## src/hdl/gac_sync_fifo.sv

```systemverilog
// synchronous show-ahead fifo with empty, full and almost-full flags
module gac_sync_fifo #(
	parameter int WIDTH = 8,
	parameter int DEPTH = 16,
	parameter int ALF_LEVEL = 8
) (
	input logic clk,
	input logic rst_n,
	input logic wr,
	input logic [WIDTH-1:0] wdata,
	input logic rd,
	output logic [WIDTH-1:0] rdata,
	output logic empty,
	output logic full,
	output logic alf
);

	localparam int AW = (DEPTH > 1) ? $clog2(DEPTH) : 1;
	localparam int CW = $clog2(DEPTH + 1);

	logic [WIDTH-1:0] mem [0:DEPTH-1];
	logic [AW-1:0] wr_ptr;
	logic [AW-1:0] rd_ptr;
	logic [CW-1:0] count;
	logic do_wr;
	logic do_rd;

	assign do_wr = wr & ~full;
	assign do_rd = rd & ~empty;

	assign empty = (count == '0);
	assign full = (count == DEPTH);
	assign alf = (count >= ALF_LEVEL);

	assign rdata = mem[rd_ptr]; // head word shows ahead

	always_ff @(posedge clk) begin
		if (do_wr) begin
			mem[wr_ptr] <= wdata;
		end
	end

	always_ff @(posedge clk or negedge rst_n) begin
		if (!rst_n) begin
			wr_ptr <= '0;
			rd_ptr <= '0;
			count <= '0;
		end else begin
			if (do_wr) begin
				wr_ptr <= (wr_ptr == AW'(DEPTH - 1)) ? '0 : wr_ptr + 1'b1;
			end
			if (do_rd) begin
				rd_ptr <= (rd_ptr == AW'(DEPTH - 1)) ? '0 : rd_ptr + 1'b1;
			end
			case ({do_wr, do_rd})
				2'b10: count <= count + 1'b1;
				2'b01: count <= count - 1'b1;
				default: count <= count;
			endcase
		end
	end

	// upstream must honour full and the reader must honour empty
	a_no_wr_full: assert property (@(posedge clk) disable iff (!rst_n) wr |-> !full);
	a_no_rd_empty: assert property (@(posedge clk) disable iff (!rst_n) rd |-> !empty);

endmodule

```

## config.mk

```make
export PLATFORM = sky130hd
export DESIGN_NAME = gac_sync_fifo
export DESIGN_NICKNAME = d
export VERILOG_FILES = /design/src/hdl/gac_sync_fifo.sv
export SDC_FILE = /design/constraint.sdc
export NUM_CORES = 1
export LEC_CHECK = 0
export ABC_AREA = 0
export BUFFER_PORTS_ARGS = -buffer_cell sky130_fd_sc_hd__buf_2
export CORE_ASPECT_RATIO = 0.5
export CORE_MARGIN = 5
export CORE_UTILIZATION = 45
export DETAILED_ROUTE_END_ITERATION = 8
export PLACE_DENSITY = 0.68
export SYNTH_ARGS = -nofsm -noshare
export SYNTH_HDL_FRONTEND = slang
export SYNTH_SLANG_ARGS = --single-unit
```

## constraint.sdc

```tcl
create_clock -name clk -period 6.5 [get_ports clk]
set_input_delay 0.975 -clock clk [delete_from_list [all_inputs] [get_ports clk]]
set_output_delay 0.975 -clock clk [all_outputs]
set_load 0.02 [all_outputs]
```

# After elaboration in Yosys (flattened, before gate mapping)
# Memory sizes are Yosys's and may differ from the RTL's.
# Cells that the tools add are included.
# word_totals
mem_bits_rw	128
ff_bits	13
mem_count	1
out_inout_bits	11
inputBits	12
# mem_list
memory	words	width	read_ports	rd_clocked_by_memory_dff	wr	line	rtl
mem	16	8	1	0	1	21	logic [WIDTH-1:0] mem [0:DEPTH-1];
# op_classes
addsub	4
magnitude_cmp	1
n_mux	5
bitwise	4
n_reduce_logical	2
n_eq_ne	5
# op_table
cell	n
$pmux W5 S2	1
$add A4 B1 Y4 const B	2
$eq A4 B4 Y1 const B	2
$mux W4	2
$add A5 B1 Y5 const B	1
$eq A5 B5 Y1 const B	1
$ge A5 B4 Y1 const B	1
$logic_not A5 Y1	1
$sub A5 B1 Y5 const B	1
$and A1 B1 Y1	2
$eq A2 B1 Y1 const B	1
$eq A2 B2 Y1 const B	1
$mux W1	2
$not A1 Y1	2
$reduce_bool A2 Y1	1

# Logic depth before layout (Yosys ltp)
# Gate-level depths: netlist of the first run.
# depth
word_depth	5
mapped_depth	10

# Worst setup path before layout of the first run
# No wires, ideal clock.
# synth_path
path_kind	input to register
startpoint	input wr
endpoint	register count[4]
setup_time_ns	0.080
path_slack_ns	3.655
n_path_buf	1
cell_stages	9
t_arrival_ns	2.766
cell_sequence	a21boi_0 -> buf_2 -> inv_1 -> ha_1 -> fa_1 -> a21o_1 -> a21oi_1 -> mux2i_1 -> xnor2_1
# synth_between
elab_chain_len	3
# synth_lines
item	line	rtl
start: declaration	9	input logic wr,
$and A1 B1 Y1 *	28	assign do_wr = wr & ~full;
$eq A2 B1 Y1 or $eq A2 B2 Y1 (tied branches)	55	case ({do_wr, do_rd})
$pmux W5 S2 or $reduce_bool A2 Y1 (tied branches)	--	
end signal: assignment	56	2'b10: count <= count + 1'b1;
end signal: assignment	57	2'b01: count <= count - 1'b1;
end signal: assignment	58	default: count <= count;
end: declaration	24	logic [CW-1:0] count;
# Every way passes the cells marked *; elsewhere a longest branch is shown, timed or not.
# A chain may end at the register's enable or synchronous reset.

# Worst setup path after layout of the first run
# layout_path
startpoint	register rd_ptr[0]
endpoint	output rdata[2]
# layout_between
elab_chain_len	1
# layout_lines
item	line	rtl
start: declaration	23	logic [AW-1:0] rd_ptr;
start signal: assignment	53	rd_ptr <= (rd_ptr == AW'(DEPTH - 1)) ? '0 : rd_ptr + 1'b1;
$mem_v2 Z16 W8	--	
end: declaration	12	output logic [WIDTH-1:0] rdata,
# Every way passes these cells.

==> run_results.csv, run 1 <==
group,metric,value,unit
pwr,total_power,0.003140,W
setup_path,arrival,2900,ps
timing,clock_skew,3.828,ps
floorplanning,core-area,12630,µm²
cts,cts_max_level,4,
finish,area_growth,14.85,%
logic_synthesis,async_flop_share,9.220,%
floorplanning,start_util,45.71,%
place,numPortBuffers,22,
timing,max_freq,257.8,MHz
setup_path,crit_family,"flip-flops",
timing,slew_violations,0,
logic_synthesis,synthCells,312,
detailed_routing,post_drt_wl_per_cell,22.40,µm
timing,hold_violations,0,
detailed_routing,first_pass_iters,5,
timing,rsz0062_at_grt,"no",
cts,postCtsHoldBufs,0,
global_route,grt.overflow.total,0,
setup_path,crit_required,5520,ps
cts,root_buffer,"clkbuf_16",
logic_synthesis,yosysUniqueCellTypes,40,
logic_synthesis,synth_ff_type,"edfxtp_1",
cts,cts_setup_buffers,0,
timing,tightest_slew,1275,ps
logic_synthesis,synth_seq_cells,141,
global_route,grt_max_degree,45,
logic_synthesis,netlist_area,5772,µm²
hold_path,hold_class,"in -> async",
cts,numClockSinks,141,
setup_path,cpMaxStageDelayCell,"dfrtp_1",
setup_path,rr_endpoint,"mem[0][5]",
flow_run,drv_cap,0,
cts,clkSlewWorstSetupHoldPaths,60,ps
place,detailed_place_hpwl,7518,µm
floorplanning,dieArea,15330,µm²
setup_path,end_kind,"primary output",
global_route,grt_pass1_vias,3096,
logic_synthesis,synth_top_area_share,66.59,%
global_route,grt_use_total,16.30,%
timing,hold_slack,451.1,ps
timing,min_period,3878,ps
setup_path,r2r_cells,4,
logic_synthesis,yosys_warnings,0,
setup_path,r2r_start,"count[0]",
pwr,peakVddDrop,323.4,µV
detailed_routing,routed_wl,11670,µm
place,globalplace.congestion,0.8292,
setup_path,reg2reg_setup_slack,3320,ps
timing,setup_tns,0,ps
global_route,grt_pass1_wl,18360,µm
logic_synthesis,synth_most_common_cell,"edfxtp_1",
cts,clk_latency,410,ps
detailed_routing,drc_errors,0,
finish,drive_above_1_share,24.79,%
cts,cts_tree,"yes",
detailed_routing,via_per_inst,5.752,
logic_synthesis,synth_commonest_cells,"128 x edfxtp_1, 25 x mux2i_1, 24 x mux4_2",
setup_path,crit_type,"reg -> out",
floorplanning,top_level_ports,23,
floorplanning,fp.dieH,90.08,µm
detailed_routing,first_iter_violations,252,
detailed_routing,drtAntennaViolNets,0,
setup_path,start_kind,"register",
timing,maxSlewHeadroom,14.36,%
logic_synthesis,synth.area.top_cells,"edfxtp_1 67%, mux4_2 9.4%, dfrtp_1 5.6%, mux2i_1 4.3%, ha_1 2.0%",
floorplanning,num_rows,29,
finish,finish.net_count,360,
logic_synthesis,syn_area_per_cell,18.50,µm²
logic_synthesis,yosysSeqAreaShare,72.23,%
global_route,antenna_found_initial,0,
cts,numCtsBuffers,17,
timing,setup_viol,0,
setup_path,worstPathCellList,"buf_4 -> and2_1 -> a22oi_1 -> a32oi_1 -> o21ai_1 -> buf_2",
setup_path,cp_slowest_stage_delay,790,ps
timing,post-route-period-util,59.67,%
detailed_routing,via_count,2997,
logic_synthesis,synth_top_area_cell,"edfxtp_1",
setup_path,cp_max_fo,18,
logic_synthesis,synth_nets,334,
pwr,leakage,2.260,nW
finish,diodes,0,
pwr,powerDensity,473.7,nW/µm²
setup_path,worst-path-buf-inv,2,
cts,cts_buffer_depth,2,
floorplanning,die_w,170.2,µm
finish,nFillCells,990,
logic_synthesis,synth-edff-count,128,
run_status,status,"finished, final reports clean",
cts,ctsResizeCount,0,
==> state kept, by name, indices dropped and copies added, names as in the netlist <==
name / count
rd_ptr: 4
count: 5
mem: 128
wr_ptr: 4
==> cell usage in the layout (no fill, tap or decap), types with 3 or more instances in the layout <==
cell type   count
mux2i_1        25
mux4_2         24
a22oi_1         8
nand3_1         3
buf_2          22
a21oi_1         3
edfxtp_1      128
clkinv_4        4
clkinvlp_4      4
nor3_1          5
o21ai_1         6
nand2_1        10
ha_1            9
clkbuf_16      17
o21ai_0         7
bufinv_16       3
inv_1           4
nor2_1         15
a32oi_1         8
xnor2_1         5
dfrtp_1        12
==> how the worst max path moves through the flow <==
stage	from	to	slack (ps)	cells past startpoint
finish	rd_ptr[0]	rdata[2]	2620	6
global route	rd_ptr[0]	rdata[7]	2340	6
CTS	rd_ptr[0]	rdata[2]	2620	6
detailed placement	wr	mem[3][2]	2790	4
global placement	wr	mem[3][2]	2920	4
floorplan	wr	count[4]	3650	9
==> power breakdown <==
group | switching, W | internal (W) | total, W
registers | 0.000177 | 0.00111 | 0.00128
logic | 0.000471 | 0.000396 | 0.000867
clock network | 0.000379 | 0.000609 | 0.000989
total | 0.00103 | 0.00211 | 0.00314
==> worst reg2reg max path, delay by kind of cell (launching register included) <==
family	cells	cell delay, ps
compound gates	1	830
flops	1	450
simple gates	3	1510
==> routing by layer <==
| metal | vias up | GRT usage, % | part of all wire, % |
|---|---|---|---|
| met5 | - | 0 | 0 |
| met4 | 0 | 5.914 | 2.0 |
| met3 | 23 | 6.179 | 7.9 |
| met2 | 113 | 24.77 | 47 |
| met1 | 1554 | 21.51 | 43 |
| li1 | 1307 | - | - |
==> stage by stage <==
stage          cell area [µm²]  cells  setup WS, ps  utilization (%)
5_1_grt                   6629    521          2339            52.50
3_3_place_gp              6015    489          2916            47.63
6_report                  6629    521          2622            52.50
3_5_place_dp              6015    489          2793            47.63
4_1_cts                   6629    521          2616            52.50
2_1_floorplan             5772    312          3655                -
==> logic make-up after synthesis <==
family,count (synthesis),synth area share (%)
buf+inv,20,1.799
compound gates,41,4.964
flops,141,72.23
simple gates,42,3.382
xor+xnor,6,0.9105
fa+ha+maj,10,2.298
mux,52,14.42
==> cell type report <==
cell class                 instances  area [µm²]  share of cell area [%]
timing repair buffer              23       117.6                   1.774
clock buffer                      17       425.4                   6.418
inverter                           4       15.01                  0.2265
tap                              170       212.7                   3.209
sequential                       141        4170                   62.91
clock inverter                    15       188.9                   2.850
multi-input combinational        151        1499                   22.61
Note: power is estimated with default switching activity, not from simulation.
==> run 2, diff against run 1 <==
--- a/config.mk
+++ b/config.mk
@@ -11,7 +11,7 @@
 export CORE_MARGIN = 5
 export CORE_UTILIZATION = 45
 export DETAILED_ROUTE_END_ITERATION = 8
-export PLACE_DENSITY = 0.68
+export PLACE_DENSITY = 0.71
 export SYNTH_ARGS = -nofsm -noshare
 export SYNTH_HDL_FRONTEND = slang
 export SYNTH_SLANG_ARGS = --single-unit
==> constraint.sdc (replaced) <==
create_clock -name clk -period 3.3 [get_ports clk]
set_input_delay 0.495 -clock clk [delete_from_list [all_inputs] [get_ports clk]]
set_output_delay 0.495 -clock clk [all_outputs]
set_load 0.02 [all_outputs]
==> run_results.csv, run 2 (synthesis gave the netlist of run 1 again) <==
group,metric,value,unit
place,dpl_cell_area,6100,µm²
global_route,grt_pass1_wl,18350,µm
timing,post-route-period-util,92.58,%
setup_path,reg2reg_setup_slack,480,ps
global_route,grt_max_degree,33,
setup_path,worstPathCellList,"buf_4 -> mux4_2 -> a32oi_1 -> o21ai_1 -> buf_2",
cts,cts_buffer_depth,2,
finish,final_cell_mix,"128 x edfxtp_1, 25 x mux2i_1, 24 x mux4_2",
pwr,internal_power,0.004212,W
setup_path,crit_required,2800,ps
finish,final_area,6720,µm²
setup_path,rr_endpoint,"count[4]",
timing,min_period,3055,ps
floorplanning,start_util,45.71,%
cts,clk_latency,410,ps
timing,fin_ws,244.7,ps
setup_path,r2r_cells,8,
run_status,status,"finished, final reports clean",
pwr,peakVddDrop,431.6,µV
pwr,p_sw_share,32.52,%
setup_path,end_kind,"primary output",
floorplanning,fp.dieH,90.08,µm
setup_path,crit_type,"reg -> out",
setup_path,cp_slowest_stage_delay,810,ps
detailed_routing,drc_errors,0,
hold_path,min_delay_worst_endpoint,"rd_ptr[3]",
cts,root_buffer,"clkbuf_16",
setup_path,cp.depth,5,
global_route,grt.overflow.total,0,
pwr,clkPwrFrac,31.2,%
pwr,p_comb_share,30.0,%
cts,numCtsBuffers,17,
place,place_ws,513.6,ps
detailed_routing,via_per_inst,5.770,
pwr,leakage,2.316,nW
setup_path,cp_max_fo,11,
finish,utilization,53.22,%
timing,slew_violations,0,
setup_path,r2r_start,"count[1]",
cts,clkSlewWorstSetupHoldPaths,60,ps
floorplanning,top_level_ports,23,
timing,max_freq,327.3,MHz
finish,nFillCells,959,
setup_path,start_kind,"register",
hold_path,hold_class,"in -> reg",
floorplanning,dieArea,15330,µm²
cts,cts_tree,"yes",
finish,diodes,0,
flow_run,drv_cap,0,
hold_path,hold_path.startpoint,"rd",
place,detailed_place_hpwl,7637,µm
setup_path,arrival,2560,ps
finish,finish.net_count,369,
cts,numClockSinks,141,
global_route,grt_use_total,16.39,%
floorplanning,die_w,170.2,µm
finish,regMostFlops,"mem",
place,globalplace.congestion,0.8371,
timing,setup_viol,0,
detailed_routing,routed_wl,11680,µm
finish,drive_above_1_share,26.39,%
timing,tightest_slew,914.9,ps
finish,area_growth,16.43,%
timing,clock_skew,7.562,ps
pwr,seqPwrFrac,38.8,%
detailed_routing,via_count,3058,
detailed_routing,first_pass_iters,5,
hold_path,hold_depth,3,
global_route,antenna_found_initial,0,
place,numPortBuffers,22,
timing,rsz0062_at_grt,"no",
detailed_routing,post_drt_wl_per_cell,22.03,µm
timing,setup_tns,0,ps
detailed_routing,first_iter_violations,289,
detailed_routing,drtAntennaViolNets,0,
timing,hold_violations,0,
pwr,powerDensity,928.9,nW/µm²
setup_path,worst-path-buf-inv,2,
pwr,p_sw,0.002030,W
floorplanning,core-area,12630,µm²
finish,largest_register_ffs,128,
finish,reg_top3,"mem (128), count (5)",
global_route,grt_pass1_vias,3176,
floorplanning,num_rows,29,
cts,cts_max_level,4,
timing,maxSlewHeadroom,38.78,%
setup_path,crit_family,"flip-flops",
setup_path,cpMaxStageDelayCell,"dfrtp_1",
finish,layout_commonest_cell,"edfxtp_1",
[run 2: metal layers]
layer  up-vias  wire, µm  track usage [%]
met2       149      5568            24.47
met1      1544      4907            22.25
met5         -         0                0
li1       1332         -                -
met4         0       413            8.571
met3        33       786            4.163
[run 2: metrics by stage]
stage / hold slack [ps] / std cells / power (W)
floorplan: 199.4 / 312 / 0.003740
global placement: 394.2 / 497 / 0.004216
detailed placement: 411.4 / 497 / 0.004315
CTS: 450.5 / 530 / 0.006271
global route: 478.3 / 530 / 0.006518
finish: 476.6 / 530 / 0.006242
[run 2: worst register-to-register path: stages (launching register included)]
cell and delay, ps:
dfrtp_1 440, or4_4 580, o21a_4 240, ha_1 270
fa_1 440, a21o_1 200, a21oi_1 170, mux2i_1 260
xnor2_1 150
[run 2: how the worst max path moves through the flow]
stage                to      start
2_1_floorplan  count[4]   count[1]
3_3_place_gp   count[4]   count[1]
3_5_place_dp   count[4]   count[1]
4_1_cts        rdata[3]  rd_ptr[0]
5_1_grt        rdata[1]  rd_ptr[0]
6_report       rdata[1]  rd_ptr[0]
[run 2: what timing repair did]
action                                 in CTS  in global routing
hold buffers                                1                  0
endpoints found under the hold margin      13                  0
setup buffers                               0                  0
resized for setup                           0                  0
[run 2: power groups by stage]
stage          Clock (W)  Combinational [W]  Sequential [W]
2_1_floorplan          0            0.00144         0.00230
3_3_place_gp           0            0.00179         0.00243
3_5_place_dp           0            0.00186         0.00245
4_1_cts          0.00197            0.00188         0.00242
5_1_grt          0.00205            0.00202         0.00245
6_report         0.00195            0.00187         0.00242
[run 2: final cells by class]
type / count / area, µm² / share of cell area (%)
flip-flops and latches: 141 / 4170 / 62.06
multi-input cells: 151 / 1499 / 22.30
clock buffers: 17 / 425.4 / 6.330
repair buffers: 32 / 212.7 / 3.165
well taps: 170 / 212.7 / 3.165
clock inverters: 15 / 185.2 / 2.756
inverters: 4 / 15.01 / 0.2234
