==> src/hdl/gac_consts.svh <==
// widths, module ids, flit tags, action codes, fifo depths and field positions
`ifndef GAC_CONSTS_SVH
`define GAC_CONSTS_SVH

// datapath widths
`define GAC_FLIT_W      134
`define GAC_MD_W        128
`define GAC_CPUID_W     6
`define GAC_TBL_DW      32
`define GAC_TBL_AW      8
`define GAC_CFG_AW      16

// module ids in the pipeline
`define GAC_LMID        8'd4
`define GAC_NMID        8'd5

// flit tag field
`define GAC_FLIT_TAG    133:132
`define GAC_FLIT_HEAD   133:128
`define GAC_TAG_TAIL    2'b10

// action entry types
`define GAC_ACT_CPU     4'd1
`define GAC_ACT_POLL    4'd2
`define GAC_ACT_PORT    4'd3
`define GAC_ACT_MID     4'd4

// fifo sizing
`define GAC_DATA_DEPTH  1024
`define GAC_DATA_ALF    512
`define GAC_MD_DEPTH    256

// metadata fields
`define GAC_MD_PKTSRC   127
`define GAC_MD_PKTDST   126
`define GAC_MD_INPORT   125:120
`define GAC_MD_OUTTYPE  119:118
`define GAC_MD_OUTPORT  117:112
`define GAC_MD_PRIO     111:109
`define GAC_MD_DISCARD  108
`define GAC_MD_DMID     87:80
`define GAC_MD_INDEX    57:50

// local bus word address bits
`define GAC_CFG_WADDR   9:2

`endif

==> src/hdl/gac_pkg.sv <==
// flit, metadata and cpu id types plus the two views of an action table entry
`include "gac_consts.svh"

package gac_pkg;

	typedef logic [`GAC_FLIT_W-1:0] flit_t;
	typedef logic [`GAC_MD_W-1:0] md_t;
	typedef logic [`GAC_CPUID_W-1:0] cpuid_t;

	// ******************************************************************
	// action table entry
	// ******************************************************************

	// entry for cpu and port actions
	typedef struct packed {
		logic [3:0] act_type;   // 31:28
		logic [21:0] rsvd;
		cpuid_t outport;        // 5:0
	} act_port_t;

	// entry for the mid assignment action
	typedef struct packed {
		logic [3:0] act_type;   // 31:28
		logic [19:0] rsvd;
		logic [7:0] dmid;       // 7:0
	} act_mid_t;

	// the same 32-bit word, decoded by act_type
	typedef union packed {
		act_port_t port;
		act_mid_t mid;
	} act_word_u;

endpackage

==> src/hdl/gac_exec.sv <==
// action match and execution fsm, metadata rewrite and polling cpu id
`include "gac_consts.svh"

module gac_exec (
	input logic clk,
	input logic rst_n,
	input gac_pkg::cpuid_t sys_max_cpuid,
	input logic vfifo_empty,
	input logic md_empty,
	input gac_pkg::md_t md,
	input gac_pkg::flit_t dfifo_rdata,
	input logic out_alf,
	input gac_pkg::act_word_u act,
	output logic vfifo_rd,
	output logic md_rd,
	output logic dfifo_rd,
	output logic [`GAC_TBL_AW-1:0] lookup_addr,
	output gac_pkg::flit_t out_data,
	output logic out_data_wr,
	output logic out_valid_wr
);

	import gac_pkg::*;

	localparam logic [2:0] IDLE_S = 3'd0;
	localparam logic [2:0] LOOKUP_S = 3'd1;
	localparam logic [2:0] WAIT_S = 3'd2;
	localparam logic [2:0] META_S = 3'd3;
	localparam logic [2:0] TRANS_S = 3'd4;
	localparam logic [2:0] DISCARD_S = 3'd5;

	logic [2:0] state;
	logic pkt_start;
	logic local_hit;
	logic tail;
	logic keep;
	md_t md_new;
	flit_t md_flit;
	cpuid_t polling_cpuid;

	assign pkt_start = !vfifo_empty && !md_empty && !out_alf; // out_alf only looked at here
	assign local_hit = (md[`GAC_MD_DMID] == `GAC_LMID);
	assign tail = (dfifo_rdata[`GAC_FLIT_TAG] == `GAC_TAG_TAIL);

	// pass-through pops md at the start, lookup pops it after the rewrite
	assign vfifo_rd = ((state == IDLE_S) && pkt_start && !local_hit) || (state == META_S);
	assign md_rd = vfifo_rd;
	assign dfifo_rd = (state == TRANS_S) || (state == DISCARD_S);

	// ******************************************************************
	// metadata rewrite
	// ******************************************************************
	always_comb begin
		md_new = md;
		keep = 1'b1;
		case (act.port.act_type)
			`GAC_ACT_CPU: begin
				md_new[`GAC_MD_PKTDST] = 1'b1;
				md_new[`GAC_MD_OUTTYPE] = act.port.act_type[1:0];
				md_new[`GAC_MD_OUTPORT] = act.port.outport; // port from the entry
				md_new[`GAC_MD_DMID] = `GAC_NMID;
			end
			`GAC_ACT_POLL: begin
				md_new[`GAC_MD_PKTDST] = 1'b1;
				md_new[`GAC_MD_OUTTYPE] = act.port.act_type[1:0];
				md_new[`GAC_MD_OUTPORT] = polling_cpuid;
				md_new[`GAC_MD_DMID] = `GAC_NMID;
			end
			`GAC_ACT_PORT: begin
				md_new[`GAC_MD_PKTDST] = 1'b0;
				md_new[`GAC_MD_OUTTYPE] = 2'b00;
				md_new[`GAC_MD_OUTPORT] = act.port.outport;
				md_new[`GAC_MD_DMID] = `GAC_NMID;
			end
			`GAC_ACT_MID: begin
				md_new[`GAC_MD_PKTDST] = 1'b1;
				md_new[`GAC_MD_OUTTYPE] = 2'b00;
				md_new[`GAC_MD_DMID] = act.mid.dmid; // outport kept
			end
			default: keep = 1'b0; // drop the packet
		endcase
	end

	assign md_flit = {dfifo_rdata[`GAC_FLIT_HEAD], md_new}; // head bits from first flit

	// ******************************************************************
	// control fsm
	// ******************************************************************
	always_ff @(posedge clk or negedge rst_n) begin
		if (!rst_n) begin
			state <= IDLE_S;
			lookup_addr <= '0;
			out_data_wr <= 1'b0;
			out_valid_wr <= 1'b0;
			polling_cpuid <= '0;
		end else begin
			out_data_wr <= 1'b0;
			out_valid_wr <= 1'b0;
			case (state)
				IDLE_S: begin
					if (pkt_start && local_hit) begin
						lookup_addr <= md[`GAC_MD_INDEX];
						state <= LOOKUP_S;
					end else if (pkt_start) begin
						state <= TRANS_S;
					end
				end
				LOOKUP_S: state <= WAIT_S;
				WAIT_S: state <= META_S;  // entry valid from here
				META_S: begin
					if (keep) begin
						out_data_wr <= 1'b1;
						state <= TRANS_S;
					end else begin
						state <= DISCARD_S;
					end
					if (act.port.act_type == `GAC_ACT_POLL) begin
						// wrap before reaching sys_max_cpuid
						if (({1'b0, polling_cpuid} + 7'd1) < {1'b0, sys_max_cpuid}) begin
							polling_cpuid <= polling_cpuid + 1'b1;
						end else begin
							polling_cpuid <= '0;
						end
					end
				end
				TRANS_S: begin
					out_data_wr <= 1'b1;
					if (tail) begin
						out_valid_wr <= 1'b1;
						state <= IDLE_S;
					end
				end
				DISCARD_S: begin
					if (tail) begin
						state <= IDLE_S;
					end
				end
				default: state <= IDLE_S;
			endcase
		end
	end

	always_ff @(posedge clk) begin
		if (state == META_S) begin
			out_data <= md_flit;
		end else if (state == TRANS_S) begin
			out_data <= dfifo_rdata;
		end
	end

	a_valid_on_tail: assert property (@(posedge clk) disable iff (!rst_n)
		out_valid_wr |-> out_data_wr && (out_data[`GAC_FLIT_TAG] == `GAC_TAG_TAIL));
	a_vfifo_rd: assert property (@(posedge clk) disable iff (!rst_n) vfifo_rd |-> !vfifo_empty);
	a_md_rd: assert property (@(posedge clk) disable iff (!rst_n) md_rd |-> !md_empty);

endmodule

==> config.mk <==
export PLATFORM = sky130hd
export DESIGN_NAME = gac_exec
export DESIGN_NICKNAME = d
export VERILOG_FILES = /design/src/hdl/gac_pkg.sv /design/src/hdl/gac_exec.sv
export VERILOG_INCLUDE_DIRS = /design/src /design/src/hdl
export SDC_FILE = /design/constraint.sdc
export NUM_CORES = 1
export LEC_CHECK = 0
export BUFFER_PORTS_ARGS = -buffer_cell sky130_fd_sc_hd__buf_4
export CAP_MARGIN = 40
export CORE_AREA = 2 2 177 179
export DETAILED_ROUTE_END_ITERATION = 10
export DIE_AREA = 0 0 179 181
export GPL_ROUTABILITY_DRIVEN = 0
export GPL_TIMING_DRIVEN = 0
export SYNTH_ARGS = -nofsm -noshare
export SYNTH_HDL_FRONTEND = slang
export SYNTH_SLANG_ARGS = --single-unit
==> constraint.sdc <==
create_clock -name clk -period 6.6 [get_ports clk]
set_clock_uncertainty 0.05 [all_clocks]
set_input_delay 0.66 -clock clk [delete_from_list [all_inputs] [get_ports clk]]
set_output_delay 0.66 -clock clk [all_outputs]
set_load 0.1 [all_outputs]
* After elaboration in Yosys (flattened, before gate mapping)
Index checks and enable logic that the tools add are counted.
Widths: inputs -> output; s select.
** Storage, ports and cells
- Register bits after elaboration :: 153
- Output and inout port bits :: 147
- Word-level logic and storage cells :: 62
** Cells by class
- Add/sub/neg operators :: 2
- Order comparisons :: 1
- Eq/ne operators :: 13
- Muxes and demuxes :: 17
- Reductions and logical operators :: 23
** Operators by type and width (number)
- $mux 134 :: 2
- $pmux 8 s2 :: 1
- $pmux 3 s5 :: 1
- $pmux 6 s2 :: 1
- $mux 3 :: 3
- $eq 4x2->1 const B :: 2
- $eq 8x3->1 const B :: 1
- $reduce_or 2->1 :: 4
- $add 6x1->7 const B :: 1
- $lt 7x6->1 :: 1
- $add 6x1->6 const B :: 1
- $eq 3x2->1 const B :: 2
- $eq 3x3->1 const B :: 2
- $mux 6 :: 1
- $reduce_and 2->1 :: 3
- $reduce_or 3->1 :: 2
- $logic_and 1x1->1 :: 5
- $mux 1 :: 5
- $eq 4x1->1 const B :: 1
- $eq 4x3->1 const B :: 1
- $logic_not 1->1 :: 4
- $pmux 1 s2 :: 2
- $pmux 2 s2 :: 1
- $reduce_or 4->1 :: 1
- other kinds (7) :: 8

* Logic depth before layout (Yosys ltp)
- Depth in word-level cells :: 6
- Mapped depth :: 8
- Gate-level depth less buffers :: 8

* Worst setup path after synthesis
Ideal clock, no wire load.
- Kind :: register -> register
- Start :: reg state[1]
- End :: reg out_data[0], enable pin
- Setup time :: 1.150 ns
- Arrival :: 3.541 ns
- Data required time :: 5.400 ns
- Path slack :: 1.859 ns
- Cell stages (with the launch flop) :: 6
- Buffers on the path :: 3
- Clock period less this slack :: 4.741 ns
- Cell sequence :: dfrtp_1 clkbuf_1 nand3b_1 clkbuf_1 clkbuf_1 nand2_1
** Between the ends
- Word-level cells in the longest chain between the ends :: 2
- Elaborated cells between the ends (all ways) :: 3
- Those cells by class :: eq/ne: 2; reduce/logical: 1
** Ends and longest elaborated chain
- from (decl) :: line gac_exec.sv:32 : logic [2:0] state;
- from (signal assigned) :: line gac_exec.sv:91 : state <= IDLE_S;
- from (signal assigned) :: line gac_exec.sv:103 : state <= LOOKUP_S;
- from (signal assigned) :: line gac_exec.sv:105 : state <= TRANS_S;
- $eq 3x2->1 or $eq 3x3->1 (tied branches) :: line gac_exec.sv:144, gac_exec.sv:146
- $reduce_bool 2->1 (no source line) (*)
- to (signal assigned) :: line gac_exec.sv:145 : out_data <= md_flit;
- to (signal assigned) :: line gac_exec.sv:147 : out_data <= dfifo_rdata;
- to (decl) :: line gac_exec.sv:18 : output gac_pkg::flit_t out_data,
Every way passes the cells marked *; elsewhere a longest branch is shown, timed or not.
A chain may end at the register's enable or synchronous reset.

* Worst setup path in the final report
- Start :: reg state[0]
- End :: out vfifo_rd
** Between the ends
- Word-level cells in the longest chain between the ends :: 4
- Elaborated cells between the ends (all ways) :: 5
- Those cells by class :: eq/ne: 1; reduce/logical: 4
** Ends and longest elaborated chain
- $logic_not 3->1 :: line gac_exec.sv:46 : assign vfifo_rd = ((state == IDLE_S) && pkt_start && !local_hit) || (state == META_S);
- $logic_and 1x1->1 (2 in a row) :: line gac_exec.sv:46
- $logic_or 1x1->1 (*) :: line gac_exec.sv:46
- to (decl) :: line gac_exec.sv:14 : output logic vfifo_rd,
Marks and branches as above.

==> metrics <==
Synthesized Nets 780; Crit. End Element output port; RSZ-0062 raised after global routing false; Distinct cells, synth 37; CTS Buf Count 17; P_sw between 3 and 4 mW; Syn Inst Count between 400 and 500; startpoint types register; number of flops mapped to enable cells by yosys approximately 130; Max Fclk about 0.3 GHz; Non-Filler Instances 1,331; DRT Wirelength between 20 and 30 mm; Inst Count DP 1,299; vias per cell between 4 and 5; ratio of cells with drive above 1 in the final layout 0.640; Finished Cell Area about 11,000 sq um; Switching Share 0.529; Die X-Extent between 150 and 200 microns; worst path arrival time 2.62 ns; # fillers between 2,000 and 3,000; GR Overflow Total 0; CTS tree done; Worst Reg-to-Reg Cells 6; DR WL met3 2.07 mm; IO Port Bufs 430; Worst Path Max Fanout 10; register bit count reported by yosys ~150; Post-CTS Hold Fix Bufs 0; residual DRC count 0; fin crit period approximately 3.3 ns; Post-synth ARST share 0.124; routed len/inst 19.4 microns; ant diodes 0; Final Util 0.374; initial core utilization 0.228; number of primary I/O pins 452; Comb pwr share 0.553; Vias roughly 5,700; antenna-violating nets left 0; LEAKAGE 4.85 nW; Worst-Skew Late Latency ~0.42 ns; cts repair resizes 0; most frequent cells in the layout buf_4 (431), edfxtp_1 (134), mux2_2 (119), nand2_1 (30), nor2_1 (20); DP HPWL 20.4 mm; synthesized area per cell 14.8 sq um; Clk pwr share 0.180; pin count of the biggest net entering global routing 58; r2r startpoint state[0]$_DFFE_PN0P_; slew margin rel. 0.504; placed instance area around 11,000 sq um; top_reg_cell synth edfxtp_1; P per Cell Area about 510 nW/um^2; WL met2 around 14 mm; max_cap viols 0; outcome complete, no violations; Yosys warning total 0; register area share after synthesis 0.649; core area approximately 30,000 sq um; Clk Tree Root Cell clkbuf_16; Die Y between 150 and 200 microns; GRT Total Usage 0.153; sequential share of power 0.268; Setup Buffers After CTS 0; Clock Tree Buf Depth 2; num rows between 60 and 70; Layout Nets about 1,200; Clock Sink Count approximately 150; number of global-route vias before repair between 5,000 and 6,000; Hold Crit Class in -> async; top routing layer used met5; Synth Cell Area about 6900 sq um; VDD IR-drop max roughly 210 uV; final max-slew violation count 0; fin crit share 0.505; Area growth, synth to finish 63.8%; H-tree Lvls 4; Setup CP Type reg -> out; antenna violations before repair 1; Pint 2.72 mW; first-pass GRT wire length approximately 36 mm; Fin. Hold Viols 0; # setup viols final 0; First-pass DRT Iterations 4; DR iter-0 viols between 200 and 300; commonest non-fill, non-tap cell in the layout buf_4; Crit. Startpoint state[0]$_DFFE_PN0P_; worst slew pin tran 0.739 ns; DIE AREA between 30,000 and 40,000 sq um; Clock transition at path regs roughly 0.070 ns; Met1 Wirelength roughly 9.7 mm; CP required 5.89 ns
-- cell usage after synthesis (2+ instances only) --
library cell	number	area (sq um)
edfxtp_1	134	4020
mux2_2	119	1340
nand2_1	31	116
nor2_1	20	75.1
dfrtp_1	19	475
clkbuf_1	17	63.8
o21ai_0	17	85.1
nor3_1	11	55.1
buf_2	10	50.1
inv_1	10	37.5
o31ai_1	10	75.1
a21oi_1	8	40.0
nand3_1	7	35.0
a22oi_1	6	45.0
ha_1	6	75.1
o22ai_1	6	37.5
a21o_1	3	22.5
nand2b_1	3	18.8
o21a_1	3	22.5
or3_1	3	18.8
xnor2_1	3	26.3
nor4_1	2	12.5
o2111ai_1	2	17.5
o211ai_1	2	15.0
o221ai_1	2	17.5
o22a_1	2	17.5
o32ai_1	2	17.5
xor2_1	2	17.5
-- flip-flops by register name, summed over array words and instances, names as in the netlist --
| name | count |
|---|---|
| lookup_addr | 8 |
| out_data | 134 |
| out_data_wr | 1 |
| out_valid_wr | 1 |
| polling_cpuid | 6 |
| state | 3 |
-- per-layer routing --
layer | GRT usage | vias up
li1 | - | 2696
met1 | 0.171 | 2745
met2 | 0.276 | 271
met3 | 0.0419 | 21
met4 | 0.0498 | 2
met5 | 0 | -
-- stage by stage --
stage               hold WS (ns)  setup TNS (ns)  power [mW]  setup slack [ns]
floorplan                  0.314               0        4.01              1.86
global placement           0.405          -74.12        4.82            -0.560
detailed placement         0.407               0        4.79              3.41
CTS                       0.0547               0        5.85              3.10
global route              0.0465               0        5.96              3.02
finish                    0.0572               0        5.78              3.27
-- critical path, stage by stage, from the launching register on --
cell	delay, ns
dfrtp_1	0.36
clkbuf_1	0.16
nand3b_1	0.25
clkbuf_1	0.37
buf_2	0.36
o21ai_0	0.28
buf_4	0.21
buf_4	0.22
-- cells by family (layout without fill, tap and decap cells) --
family,Yosys count,after routing,share of synthesized area
buffers and inverters,39,505,0.0237
XOR/XNOR,5,5,0.00632
flip-flops,153,153,0.649
multiplexers,119,119,0.193
AO/OA/AOI/OAI,67,67,0.0647
AND/OR/NAND/NOR,80,80,0.0517
adder cells (fa/ha/maj),6,6,0.0108
-- power groups by stage --
stage / logic [mW] / clock network [mW] / registers, mW
2_1_floorplan: 0.438 / 0 / 3.57
3_3_place_gp: 3.18 / 0 / 1.64
3_5_place_dp: 3.23 / 0 / 1.57
4_1_cts: 3.23 / 1.07 / 1.55
5_1_grt: 3.28 / 1.11 / 1.58
6_report: 3.19 / 1.04 / 1.55
-- path summary, 6_finish.rpt --
check / to / slack, ns
max: vfifo_rd / 3.27
min: lookup_addr[4]$_DFFE_PN0P_ / 0.06
max reg2reg: out_data[130]$_DFFE_PP_ / 3.49
min reg2reg: state[1]$_DFFE_PN0P_ / 0.43
max in group asynchronous: lookup_addr[1]$_DFFE_PN0P_ / 6.20
min in group clk: out_data[131]$_DFFE_PP_ / 0.37
-- cell type report --
class,instances,area (sq um),area share
buffer,29,126,0.0111
clock buffer,18,429,0.0378
clock inverter,14,186,0.0164
inverter,10,37.5,0.00331
multi-input combinational,277,2270,0.200
sequential,153,4500,0.397
tap,396,495,0.0437
timing repair buffer,434,3300,0.291
(Power assumes the default switching activity.)
