==> config.mk <==
export PLATFORM = sky130hd
export DESIGN_NAME = gac_cfg
export DESIGN_NICKNAME = d
export VERILOG_FILES = /design/src/hdl/gac_cfg.sv
export VERILOG_INCLUDE_DIRS = /design/src /design/src/hdl
export SDC_FILE = /design/constraint.sdc
export NUM_CORES = 1
export LEC_CHECK = 0
export ABC_AREA = 1
export BUFFER_PORTS_ARGS = -buffer_cell sky130_fd_sc_hd__buf_2
export CORE_ASPECT_RATIO = 1.25
export CORE_MARGIN = 2
export CORE_UTILIZATION = 49
export DETAILED_ROUTE_END_ITERATION = 16
export MAX_ROUTING_LAYER = met4
export PLACE_DENSITY = 0.85
export SYNTH_ARGS = -nofsm -noshare
export SYNTH_HDL_FRONTEND = slang
export SYNTH_SLANG_ARGS = --single-unit
==> constraint.sdc <==
create_clock -name clk -period 2.8 [get_ports clk]
set_input_delay 0.56 -clock clk [delete_from_list [all_inputs] [get_ports clk]]
set_output_delay 0.56 -clock clk [all_outputs]
set_load 0.05 [all_outputs]
==> src/hdl/gac_consts.svh <==
// widths, module ids, flit tags, action codes, fifo depths and field positions
`ifndef GAC_CONSTS_SVH
`define GAC_CONSTS_SVH

// datapath widths
`define GAC_FLIT_W      134
`define GAC_MD_W        128
`define GAC_CPUID_W     6
`define GAC_TBL_DW      32
`define GAC_TBL_AW      8
`define GAC_CFG_AW      16

// module ids in the pipeline
`define GAC_LMID        8'd4
`define GAC_NMID        8'd5

// flit tag field
`define GAC_FLIT_TAG    133:132
`define GAC_FLIT_HEAD   133:128
`define GAC_TAG_TAIL    2'b10

// action entry types
`define GAC_ACT_CPU     4'd1
`define GAC_ACT_POLL    4'd2
`define GAC_ACT_PORT    4'd3
`define GAC_ACT_MID     4'd4

// fifo sizing
`define GAC_DATA_DEPTH  1024
`define GAC_DATA_ALF    512
`define GAC_MD_DEPTH    256

// metadata fields
`define GAC_MD_PKTSRC   127
`define GAC_MD_PKTDST   126
`define GAC_MD_INPORT   125:120
`define GAC_MD_OUTTYPE  119:118
`define GAC_MD_OUTPORT  117:112
`define GAC_MD_PRIO     111:109
`define GAC_MD_DISCARD  108
`define GAC_MD_DMID     87:80
`define GAC_MD_INDEX    57:50

// local bus word address bits
`define GAC_CFG_WADDR   9:2

`endif

==> src/hdl/gac_cfg.sv <==
// local bus fsm with cs synchronizer and action table write/read sequencing
`include "gac_consts.svh"

module gac_cfg (
	input logic clk,
	input logic rst_n,
	input logic cfg_cs,
	input logic cfg_rw,                         // low selects write
	input logic [`GAC_CFG_AW-1:0] cfg_addr,
	input logic [`GAC_TBL_DW-1:0] cfg_wdata,
	input logic [`GAC_TBL_DW-1:0] tbl_rdata,
	output logic cfg_ack,
	output logic [`GAC_TBL_DW-1:0] cfg_rdata,
	output logic tbl_wr,
	output logic [`GAC_TBL_AW-1:0] tbl_addr,
	output logic [`GAC_TBL_DW-1:0] tbl_wdata
);

	localparam logic [2:0] R_IDLE_S = 3'd0;
	localparam logic [2:0] R_WRITE_S = 3'd1;
	localparam logic [2:0] R_READ_S = 3'd2;
	localparam logic [2:0] R_WAIT_S = 3'd3;
	localparam logic [2:0] R_ACK_S = 3'd4;

	logic [1:0] cs_sync;
	logic cs;
	logic [2:0] state;

	assign cs = cs_sync[1];

	// two flops on the chip select
	always_ff @(posedge clk or negedge rst_n) begin
		if (!rst_n) begin
			cs_sync <= 2'b00;
		end else begin
			cs_sync <= {cs_sync[0], cfg_cs};
		end
	end

	// bus address and write data latched when a cycle starts
	always_ff @(posedge clk) begin
		if ((state == R_IDLE_S) && cs) begin
			tbl_addr <= cfg_addr[`GAC_CFG_WADDR];
			if (!cfg_rw) begin
				tbl_wdata <= cfg_wdata;
			end
		end
	end

	always_ff @(posedge clk or negedge rst_n) begin
		if (!rst_n) begin
			state <= R_IDLE_S;
			cfg_ack <= 1'b0;
			cfg_rdata <= '0;
			tbl_wr <= 1'b0;
		end else begin
			case (state)
				R_IDLE_S: begin
					cfg_ack <= 1'b0;
					cfg_rdata <= '0;
					if (cs && !cfg_rw) begin
						tbl_wr <= 1'b1;
						cfg_ack <= 1'b1; // write acks at once
						state <= R_WRITE_S;
					end else if (cs) begin
						state <= R_READ_S;
					end
				end
				R_WRITE_S: begin
					tbl_wr <= 1'b0;
					state <= R_ACK_S;
				end
				R_READ_S: state <= R_WAIT_S; // ram samples tbl_addr
				R_WAIT_S: begin
					cfg_rdata <= tbl_rdata;
					cfg_ack <= 1'b1;
					state <= R_ACK_S;
				end
				R_ACK_S: begin
					cfg_ack <= cs; // hold until the master lets go
					if (!cs) begin
						state <= R_IDLE_S;
					end
				end
				default: begin
					tbl_wr <= 1'b0;
					cfg_ack <= 1'b0;
					state <= R_IDLE_S;
				end
			endcase
		end
	end

	a_wr_pulse: assert property (@(posedge clk) disable iff (!rst_n) tbl_wr |=> !tbl_wr);

endmodule

# Word-level counts from Yosys, hierarchy flattened

Cells that the tools add are included.

Register bits: 79
Bits in latches: 0
RAM bits: 0
ROM bits: 0
Word-level logic and storage cells: 36
Memories kept: 0

$add $sub $neg: 0
Multiply operators: 0
Divide/modulo/power cells: 0
Order comparisons: 0
Eq/ne operators: 7
Shifts and indexed selects: 0
Multiplexer cells: 9
Bitwise operators: 2
Reduce and logical (&&, ||, !) cells: 11

Operator list:

| kind                 | number |
|---|---|
| $pmux W32 S2         | 1 |
| $pmux W3 S4          | 1 |
| $mux W3              | 3 |
| $eq A3 B2 Y1 const B | 2 |
| $reduce_and A2 Y1    | 3 |
| $pmux W1 S4          | 1 |
| $reduce_or A2 Y1     | 2 |
| $eq A3 B1 Y1 const B | 1 |
| $eq A3 B3 Y1 const B | 1 |
| $logic_not A3 Y1     | 1 |
| $ne A3 B2 Y1 const B | 1 |
| $reduce_or A3 Y1     | 1 |
| $logic_and A1 B1 Y1  | 2 |
| $mux W1              | 2 |
| $ne A2 B1 Y1 const B | 1 |
| $ne A2 B2 Y1 const B | 1 |
| $not A1 Y1           | 2 |
| $pmux W1 S2          | 1 |
| $reduce_bool A2 Y1   | 1 |
| $logic_not A1 Y1     | 1 |

# Longest topological paths before layout

Gate-level depths: netlist of run 1.

Depth after elaboration: 4
Gate-level depth with buffers: 8

# Worst setup path before layout of run 1

OpenSTA, ideal clock, no wires.

Path type: input -> register
From: input port cfg_rw
To: register tbl_wdata[0], enable pin
Arrival: 1.465 ns
Setup slack: 0.948 ns
Stages: 3
Buffers on the path: 0
Cells stage by stage: nor2_1 nand3_1 inv_1

Longest elaborated chain between the ends: 2

Ends and longest elaborated chain:

| item                        | line          | source |
|---|---|---|
| start, declared             | gac_cfg.sv:8  | `input logic cfg_rw,` |
| $not A1 Y1 (no line)        | --            |  |
| $reduce_and A2 Y1 (no line) | --            |  |
| end signal, assigned        | gac_cfg.sv:45 | `tbl_wdata <= cfg_wdata;` |
| end, declared               | gac_cfg.sv:16 | `` output logic [`GAC_TBL_DW-1:0] tbl_wdata `` |

Every way passes these cells.
A chain may end at the register's enable or synchronous reset.

# Worst setup path in the final report of run 1

From: register state[0]
To: register tbl_wdata[6], enable pin

Longest elaborated chain between the ends: 3

Ends and longest elaborated chain:

| item                        | line          | source |
|---|---|---|
| start, declared             | gac_cfg.sv:27 | `logic [2:0] state;` |
| start signal, assigned      | gac_cfg.sv:52 | `state <= R_IDLE_S;` |
| start signal, assigned      | gac_cfg.sv:64 | `state <= R_WRITE_S;` |
| start signal, assigned      | gac_cfg.sv:66 | `state <= R_READ_S;` |
| $logic_not A3 Y1            | gac_cfg.sv:42 | `if ((state == R_IDLE_S) && cs) begin` |
| $logic_and A1 B1 Y1         | gac_cfg.sv:42 |  |
| $reduce_and A2 Y1 (no line) | --            |  |

Every way passes these cells.

==> results of run 1 <==
[power by group]
| part | internal [mW] | switching, mW | leakage (nW) |
|---|---|---|---|
| Sequential | 1.56 | 0.195 | 0.887 |
| Combinational | 0.512 | 1.66 | 1.06 |
| Clock | 0.409 | 0.388 | 0.0957 |
[layout by cell type (no fill, tap or decap), drive strengths merged, types with 4 or more instances in the layout]
cell type	n
buf	152
edfxtp	40
dfrtp	39
inv	38
nand3	36
o21ai	32
nand2	13
clkbuf	10
nor2	5
clkinv	4
[cell families after synthesis]
| logic type | share of synthesized area, % |
|---|---|
| AO/OA/AOI/OAI | 9.09 |
| AND/OR/NAND/NOR | 12.7 |
| buffers and inverters | 8.45 |
| flip-flops | 69.7 |
[critical path, cell delays in order (launching register included)]
cell and delay (ps):
dfrtp_1 460, nor2_1 260, nand3_1 180, inv_1 80
buf_4 340
[per-stage QoR]
| stage | util, % | cells | power (mW) | cell area, µm² |
|---|---|---|---|---|
| after CTS | 66.2 | 457 | 4.79 | 4080 |
| final | 66.2 | 457 | 4.73 | 4080 |
| after global routing | 66.2 | 457 | 4.97 | 4080 |
| after global placement | 63.1 | 441 | 3.94 | 3890 |
| after detailed placement | 63.1 | 441 | 3.99 | 3890 |
| after floorplan | - | 214 | 3.55 | 3120 |
[layout make-up]
class	instances	share of cell area (%)
sequential	79	53.4
timing repair buffer	152	19.1
inverter	37	3.40
clock inverter	6	1.47
clock buffer	10	3.13
tap	85	2.61
multi-input combinational	88	16.9
[how the worst min path moves through the flow]
stage	cells past startpoint	from	slack, ps	to
after floorplan	0	rst_n	260	cfg_ack
after global placement	0	cs_sync[0]	340	cs_sync[1]
after detailed placement	0	cs_sync[0]	340	cs_sync[1]
after CTS	1	cfg_cs	310	cs_sync[0]
after global routing	1	cfg_cs	310	cs_sync[0]
final	1	cfg_cs	330	cs_sync[0]
[layer usage]
layer,up-vias,share of wire [%]
met1,982,37
li1,1021,-
met5,-,0
met4,0,1.5
met3,10,11
met2,111,51
[state kept, by name, summed over array words and instances, names as in the netlist]
| register | count |
|---|---|
| tbl_addr | 8 |
| state | 3 |
| tbl_wdata | 32 |
| cfg_rdata | 32 |
| tbl_wr | 1 |
| cfg_ack | 1 |
| cs_sync | 2 |
==> reports/results.tsv, run 1 <==
stage	metric	value	unit
yosys	synth_edf_count	40	
global_route	antenna_found_initial	0	
die	die_w	75.4	µm
clocking	ctsResizeCount	0	
clocking	clk_pin_slew	70	ps
yosys	synthArstFlopShare	49.4	%
yosys	yosysMostFrequentCell	edfxtp_1	
drt	first_pass_iters	4	
global_route	grt_busiest_layer	met2	
setup_path	worstReg2RegEnd	tbl_wdata[6]	
drt	first_iter_violations	71	
sta	hold_violations	0	
die	placementRows	32	
yosys	synth_warnings	0	
cells_and_area	multi_input_area	689	µm²
setup_path	critPathLaunch	state[0]	
setup_path	endpoint	tbl_wdata[6]	
drt	routed_wl	5940	µm
drt	avgRoutedWirePerCell	13.0	µm
yosys	synthTopCellsByCount	edfxtp_1 (40), dfrtp_1 (39), inv_1 (35)	
run	drv_cap	0	
global_route	met1_usage	17.7	%
drt	final_antenna_net_count	0	
yosys	synthTopCellsByArea	edfxtp_1 (38%), dfrtp_1 (31%), nand3_2 (9.3%)	
sta	setup_ws	1140	ps
drt	vias	2124	
setup_path	crit_required	2810	ps
cells_and_area	register_area	2180	µm²
sta	period_share	59.3	%
yosys	ys_types	18	
power	p_per_area	1160	nW/µm²
cells_and_area	antenna_cells	0	
setup_path	path_max_fanout	32	
global_route	grtUsageMet2	32.0	%
placement	io_buffers	149	
power	p_leak	2.04	nW
yosys	syn_avg_cell_area	14.6	µm²
drt	vias_per_cell	4.65	
sta	relSlewSlack	41.1	%
outcome	status	finished, final reports clean	
yosys	synth_seq_area_share	69.7	%
die	initial_core_util	50.6	%
worst_hold_path	hold_path.class	in2reg	
sta	min_period	1660	ps
clocking	cts.sinks	79	
clocking	clkLatencyLatePin	340	ps
die	dieHeight	93.3	µm
clocking	cts_tree	built	
yosys	yosysTopAreaCell	edfxtp_1	
setup_path	r2r_start	state[0]	
sta	holdWs	330	ps
die	coreArea	6170	µm²
clocking	htree_levels	3	
setup_path	reg2reg_depth	4	
setup_path	worst-setup-path-type	reg2reg	
placement	gp_congestion	0.719	
yosys	synth_top_area_share	38.5	%
clocking	cts_root_buf	clkbuf_8	
setup_path	ff2ff_setup_slack	1140	ps
clocking	cts_made_buffers	9	
cells_and_area	nFillCells	488	
placement	dp_hpwl	4530	µm
clocking	hold_buffers	0	
yosys	netlist_instances	214	
global_route	grt_max_degree	40	
setup_path	cp-end-kind	flop	
sta	maxSlewViolCount	0	
setup_path	critPathArrivalTime	1670	ps
die	die_area	7030	µm²
yosys	yosys_most_used_dff	edfxtp_1	
sta	fin_tns_setup	0	ps
clocking	clock_path_buffers	2	
power	peakVddDrop	818	µV
clocking	cts_setup_buffers	0	
global_route	grt_pass1_vias	2160	
die	ios	158	
sta	setup-violations-final	0	
sta	worstMarginPinSlew	884	ps
yosys	synth_nets	298	
cells_and_area	syn_to_final_growth	30.6	%
yosys	netlist_area	3120	µm²
placement	dp_slack	1070	ps
setup_path	start_kind	flop	
global_route	grt.total_usage	18.2	%
yosys	ys_ff_latch	79	
drt	drc_errors	0	
global_route	grt.met3_usage	6.36	%
global_route	grt_pass1_wl	9270	µm
global_route	overflow	0	
sta	rsz0062_at_grt	false	
cells_and_area	drive_above_1_share	61.3	%
sta	clock.fmax	602	MHz
sta	fin_skew	7.83	ps
cells_and_area	nets	451	
No activity file was read; power rests on OpenSTA's default activity.
==> run 2, diff against run 1 <==
--- a/config.mk
+++ b/config.mk
@@ -10,10 +10,10 @@
 export BUFFER_PORTS_ARGS = -buffer_cell sky130_fd_sc_hd__buf_2
 export CORE_ASPECT_RATIO = 1.25
 export CORE_MARGIN = 2
-export CORE_UTILIZATION = 49
+export CORE_UTILIZATION = 41
 export DETAILED_ROUTE_END_ITERATION = 16
 export MAX_ROUTING_LAYER = met4
-export PLACE_DENSITY = 0.85
+export PLACE_DENSITY = 0.76
 export SYNTH_ARGS = -nofsm -noshare
 export SYNTH_HDL_FRONTEND = slang
 export SYNTH_SLANG_ARGS = --single-unit
==> constraint.sdc (replaced) <==
create_clock -name clk -period 1.5 [get_ports clk]
set_input_delay 0.3 -clock clk [delete_from_list [all_inputs] [get_ports clk]]
set_output_delay 0.3 -clock clk [all_outputs]
set_load 0.05 [all_outputs]
==> reports/results.tsv, run 2 (same netlist as run 1, synthesis figures left out) <==
stage	metric	value	unit	change
outcome	status	finished, final reports clean		
setup_path	cpPeakStageDelay	480	ps	+20 ps
drt	routed_wl	6140	µm	+3.3%
setup_path	worst-setup-path-type	reg2reg		
global_route	antenna_found_initial	1		+1
drt	avgRoutedWirePerCell	13.1	µm	+0.49%
sta	fin_skew	10.5	ps	+2.63 ps
drt	final_antenna_net_count	0		unchanged
cells_and_area	final_common_cell	buf_2		
clocking	clock_path_buffers	2		unchanged
clocking	htree_levels	3		unchanged
setup_path	ff2ff_setup_slack	90	ps	-1050 ps
run	drv_cap	0		unchanged
cells_and_area	drive_above_1_share	63.4	%	+2.1 points
sta	period_share	93.8	%	+34 points
setup_path	crit_cells	4		unchanged
sta	rsz0062_at_grt	false		
sta	hold_violations	0		unchanged
die	ios	158		unchanged
sta	fin_tns_setup	0	ps	unchanged
setup_path	path_max_fanout	18		-44%
global_route	grt_max_degree	33		-18%
global_route	overflow	0		unchanged
sta	setup_ws	93.2	ps	-1050 ps
cells_and_area	syn_to_final_growth	34.5	%	
setup_path	worstReg2RegEnd	tbl_wdata[17]		
setup_path	r2r_start	state[0]		
setup_path	critPathArrivalTime	1460	ps	-210 ps
sta	min_period	1410	ps	-255 ps
setup_path	crit_required	1560	ps	-1250 ps
placement	dp_hpwl	4780	µm	+5.5%
cells_and_area	postLayoutCoreUtil	56.8	%	-9.4 points
cells_and_area	top_regs	cfg_rdata: 32 flops, tbl_wdata: 32 flops, tbl_addr: 8 flops		
clocking	cts_made_buffers	9		unchanged
power	p_leak	2.08	nW	+1.7%
setup_path	crit_chain	nor2_2 > nand3_2 > clkinvlp_4 > buf_12		
clocking	cts.sinks	79		unchanged
setup_path	endpoint	tbl_wdata[17]		
die	coreArea	7400	µm²	+20%
die	placementRows	35		+9.4%
cells_and_area	nets	456		+1.1%
clocking	cts_root_buf	clkbuf_8		
global_route	grt_pass1_vias	1999		-7.5%
drt	first_iter_violations	77		+8.5%
setup_path	cp_num_buf_inv	2		unchanged
die	initial_core_util	42.2	%	-8.5 points
clocking	clkLatencyLatePin	350	ps	about the same
placement	dp_slack	18.2	ps	-1050 ps
drt	vias	2135		+0.52%
cells_and_area	layout_common_cells	buf_2 (149), edfxtp_1 (40), dfrtp_1 (39), inv_1 (34), o21ai_2 (30)		
sta	clock.fmax	711	MHz	+18%
drt	vias_per_cell	4.54		-2.3%
setup_path	cp_top_family	flip-flops		
global_route	grt.total_usage	15.2	%	-3.0 points
clocking	clk_pin_slew	80	ps	about the same
setup_path	reg2reg_depth	4		unchanged
placement	gp_congestion	0.697		-3.1%
placement	io_buffers	149		unchanged
sta	maxSlewViolCount	0		unchanged
setup_path	cp-end-kind	flop		
sta	relSlewSlack	70.8	%	+30 points
power	peakVddDrop	978	µV	+20%
sta	worstMarginPinSlew	437	ps	-447 ps
worst_hold_path	hold_path.class	in2reg		
setup_path	crit_path_top_delay_cell	dfrtp_1		
drt	first_pass_iters	4		unchanged
setup_path	critPathLaunch	state[0]		
die	die_w	82.1	µm	+8.8%
die	die_area	8340	µm²	+19%
sta	setup-violations-final	0		unchanged
setup_path	start_kind	flop		
clocking	cts_tree	built		
die	dieHeight	102	µm	+8.9%
drt	drc_errors	0		unchanged
global_route	grt_pass1_wl	9120	µm	-1.6%
power	p_per_area	2140	nW/µm²	+84%
run 2: how the worst min path moves through the flow:
stage	startpoint	endpoint	slack, ps	cells past startpoint
after floorplan	rst_n	cfg_ack	4	0
after global placement	rst_n	cfg_rdata[19]	270	1
after detailed placement	rst_n	cfg_rdata[19]	270	1
after CTS	cfg_cs	cs_sync[0]	50	1
after global routing	cfg_cs	cs_sync[0]	40	1
final	cfg_cs	cs_sync[0]	70	1
run 2: layer usage:
layer	share of wire [%]	global-route usage [%]
met5	0	-
met3	11	5.88
met2	50	25.3
met4	0.93	5.00
met1	38	16.5
run 2: cell type report:
cell class / instances / area, µm²
Clock buffer: 9 / 124
Clock inverter: 7 / 60.1
Fill cell: 631 / 3200
Inverter: 37 / 143
Timing Repair Buffer: 157 / 875
Antenna cell: 1 / 2.50
Tap cell: 92 / 115
Multi-Input combinational cell: 88 / 704
Sequential cell: 79 / 2180
run 2: metrics by stage:
stage,cell area [µm²],hold WS [ps],power (mW),cells
6_report,4200,70.1,8.98,470
5_1_grt,4200,44.5,9.46,470
4_1_cts,4190,54.6,9.10,469
3_5_place_dp,4000,272,7.60,452
3_3_place_gp,4000,267,7.49,452
2_1_floorplan,3140,4.41,6.65,214
run 2: timing repair:
action | 4_1_cts | 5_1_grt
setup endpoints to repair | 1 | 8
resized for setup | 1 | 1
setup buffers | 0 | 0
endpoints found under the hold margin | 17 | 0
hold buffers | 1 | 0
run 2: power breakdown:
group / switching, mW / internal, mW / leakage [nW] / total [mW]
sequential: 0.379 / 2.92 / 0.887 / 3.30
clock: 0.824 / 0.639 / 0.0973 / 1.46
combinational: 3.16 / 1.06 / 1.09 / 4.22
total: 4.36 / 4.61 / 2.08 / 8.98
==> run 3, diff against run 2 <==
--- a/config.mk
+++ b/config.mk
@@ -9,7 +9,7 @@
 export ABC_AREA = 1
 export BUFFER_PORTS_ARGS = -buffer_cell sky130_fd_sc_hd__buf_2
 export CORE_ASPECT_RATIO = 1.25
-export CORE_MARGIN = 2
+export CORE_MARGIN = 5
 export CORE_UTILIZATION = 41
 export DETAILED_ROUTE_END_ITERATION = 16
 export MAX_ROUTING_LAYER = met4
==> reports/results.tsv, run 3 (same netlist as run 1, synthesis figures left out) <==
stage	metric	value	unit	change
clocking	cts_tree	built		
sta	worstMarginPinSlew	442	ps	+4.41 ps
clocking	clk_pin_slew	80	ps	about the same
die	dieHeight	108	µm	+5.9%
sta	relSlewSlack	70.5	%	-0.29 points
placement	dp_hpwl	5150	µm	+7.8%
sta	min_period	1380	ps	-30.4 ps
worst_hold_path	hp-start	cfg_cs		
global_route	grt_pass1_wl	10500	µm	+15%
run	drv_cap	0		unchanged
sta	rsz0062_at_grt	false		
sta	fin_skew	9.91	ps	-0.548 ps
power	p_leak	2.08	nW	+0.40%
setup_path	start_kind	flop		
power	peakVddDrop	1030	µV	+5.3%
setup_path	critPathArrivalTime	1420	ps	-40 ps
cells_and_area	syn_to_final_growth	35.4	%	
drt	routed_wl	6710	µm	+9.2%
die	die_area	9470	µm²	+14%
sta	holdWs	69.4	ps	-0.651 ps
setup_path	crit_required	1550	ps	about the same
sta	fin_tns_setup	0	ps	unchanged
sta	setup-violations-final	0		unchanged
sta	maxSlewViolCount	0		unchanged
setup_path	ff2ff_setup_slack	120	ps	+30 ps
setup_path	reg2reg_depth	4		unchanged
global_route	grt_pass1_vias	2217		+11%
die	initial_core_util	42.2	%	unchanged
worst_hold_path	hold_path.class	in2reg		
drt	first_iter_violations	59		-23%
sta	clock.fmax	727	MHz	+2.2%
cells_and_area	fin_area	4230	µm²	+0.69%
setup_path	cp-end-kind	flop		
cells_and_area	top_regs	cfg_rdata: 32 flops, tbl_wdata: 32 flops, tbl_addr: 8 flops		
drt	vias	2124		-0.52%
clocking	cts_made_buffers	9		unchanged
die	coreArea	7400	µm²	unchanged
setup_path	path_max_fanout	18		unchanged
die	die_w	88.1	µm	+7.3%
placement	gp_congestion	0.707		+1.4%
cells_and_area	fin_cells	470		unchanged
drt	vias_per_cell	4.52		-0.52%
die	ios	158		unchanged
placement	place_area	4000	µm²	unchanged
sta	hold_violations	0		unchanged
placement	dp.cells	452		unchanged
worst_hold_path	holdPathStages	1		unchanged
drt	final_antenna_net_count	0		unchanged
cells_and_area	layout_common_cells	buf_2 (149), edfxtp_1 (40), dfrtp_1 (39), inv_1 (34), o21ai_2 (30)		
power	p_per_area	2180	nW/µm²	+1.9%
drt	drc_errors	0		unchanged
global_route	overflow	0		unchanged
placement	io_buffers	149		unchanged
cells_and_area	final_common_cell	buf_2		
setup_path	worst-setup-path-type	reg2reg		
clocking	cts.sinks	79		unchanged
drt	avgRoutedWirePerCell	14.3	µm	+9.2%
cells_and_area	drive_above_1_share	62.6	%	-0.80 points
global_route	grt_max_degree	33		unchanged
drt	first_pass_iters	4		unchanged
global_route	grt.total_usage	14.9	%	-0.22 points
global_route	antenna_found_initial	1		unchanged
cells_and_area	nets	456		unchanged
worst_hold_path	hold_path_end	cs_sync[0]		
sta	period_share	91.8	%	-2.0 points
clocking	clock_path_buffers	2		unchanged
setup_path	r2r_start	state[0]		
die	placementRows	35		unchanged
setup_path	worstReg2RegEnd	tbl_wdata[12]		
clocking	clkLatencyLatePin	340	ps	about the same
clocking	cts_root_buf	clkbuf_8		
cells_and_area	postLayoutCoreUtil	57.1	%	+0.39 points
outcome	status	finished, final reports clean		
clocking	htree_levels	3		unchanged
run 3: cell types whose count changed in the layout (fill, tap and decap cells not counted), sizes merged:
cell    delta
inv        -5
bufinv     +2
clkbuf     +2
clkinv     +1
run 3: area by class of cell:
class	instances	area, µm²
antenna	1	2.50
fill	629	3170
clock buffer	11	131
tap	92	115
sequential	79	2180
inverter	37	143
timing repair buffer	157	875
multi-input combinational	88	704
clock inverter	5	81.3
run 3: through the flow:
step | total power [mW] | setup slack (ps)
after detailed placement | 7.63 | 38.4
after floorplan | 6.65 | 26.7
after CTS | 9.34 | 4.73
after global placement | 7.51 | 118
final | 9.21 | 124
after global routing | 9.69 | 33.9
run 3: power by group:
part           internal, mW  switching [mW]
combinational          1.06            3.17
clock                 0.943           0.739
sequential             2.92           0.387
run 3: how the worst max path moves through the flow:
stage / slack [ps] / from / end / cells past startpoint
after floorplan: 30 / state[0] / tbl_wdata[0] / 3
after global placement: 120 / state[1] / cfg_rdata[0] / 5
after detailed placement: 40 / state[1] / cfg_rdata[0] / 5
after CTS: 5 / state[1] / cfg_rdata[0] / 5
after global routing: 30 / state[1] / cfg_rdata[0] / 5
final: 120 / state[0] / tbl_wdata[12] / 4
run 3: worst max-delay path, cell delays in order (launching register included):
cell and delay, ps:
dfrtp_1 470, nor2_2 180, nand3_2 140, clkinvlp_4 150, buf_12 160
run 3: metal layers:
metal | up-vias | routed length (µm) | global-route usage (%)
li1 | 1032 | - | -
met1 | 966 | 2540 | 16.9
met2 | 118 | 3260 | 24.7
met3 | 8 | 827 | 3.91
met4 | 0 | 75 | 6.80
met5 | - | 0 | -
run 3: repair_timing:
item	in CTS	in global routing
hold endpoints to repair	17	0
hold buffers	1	0
setup endpoints to repair	0	26
buffers inserted	0	0
resized for setup	0	2
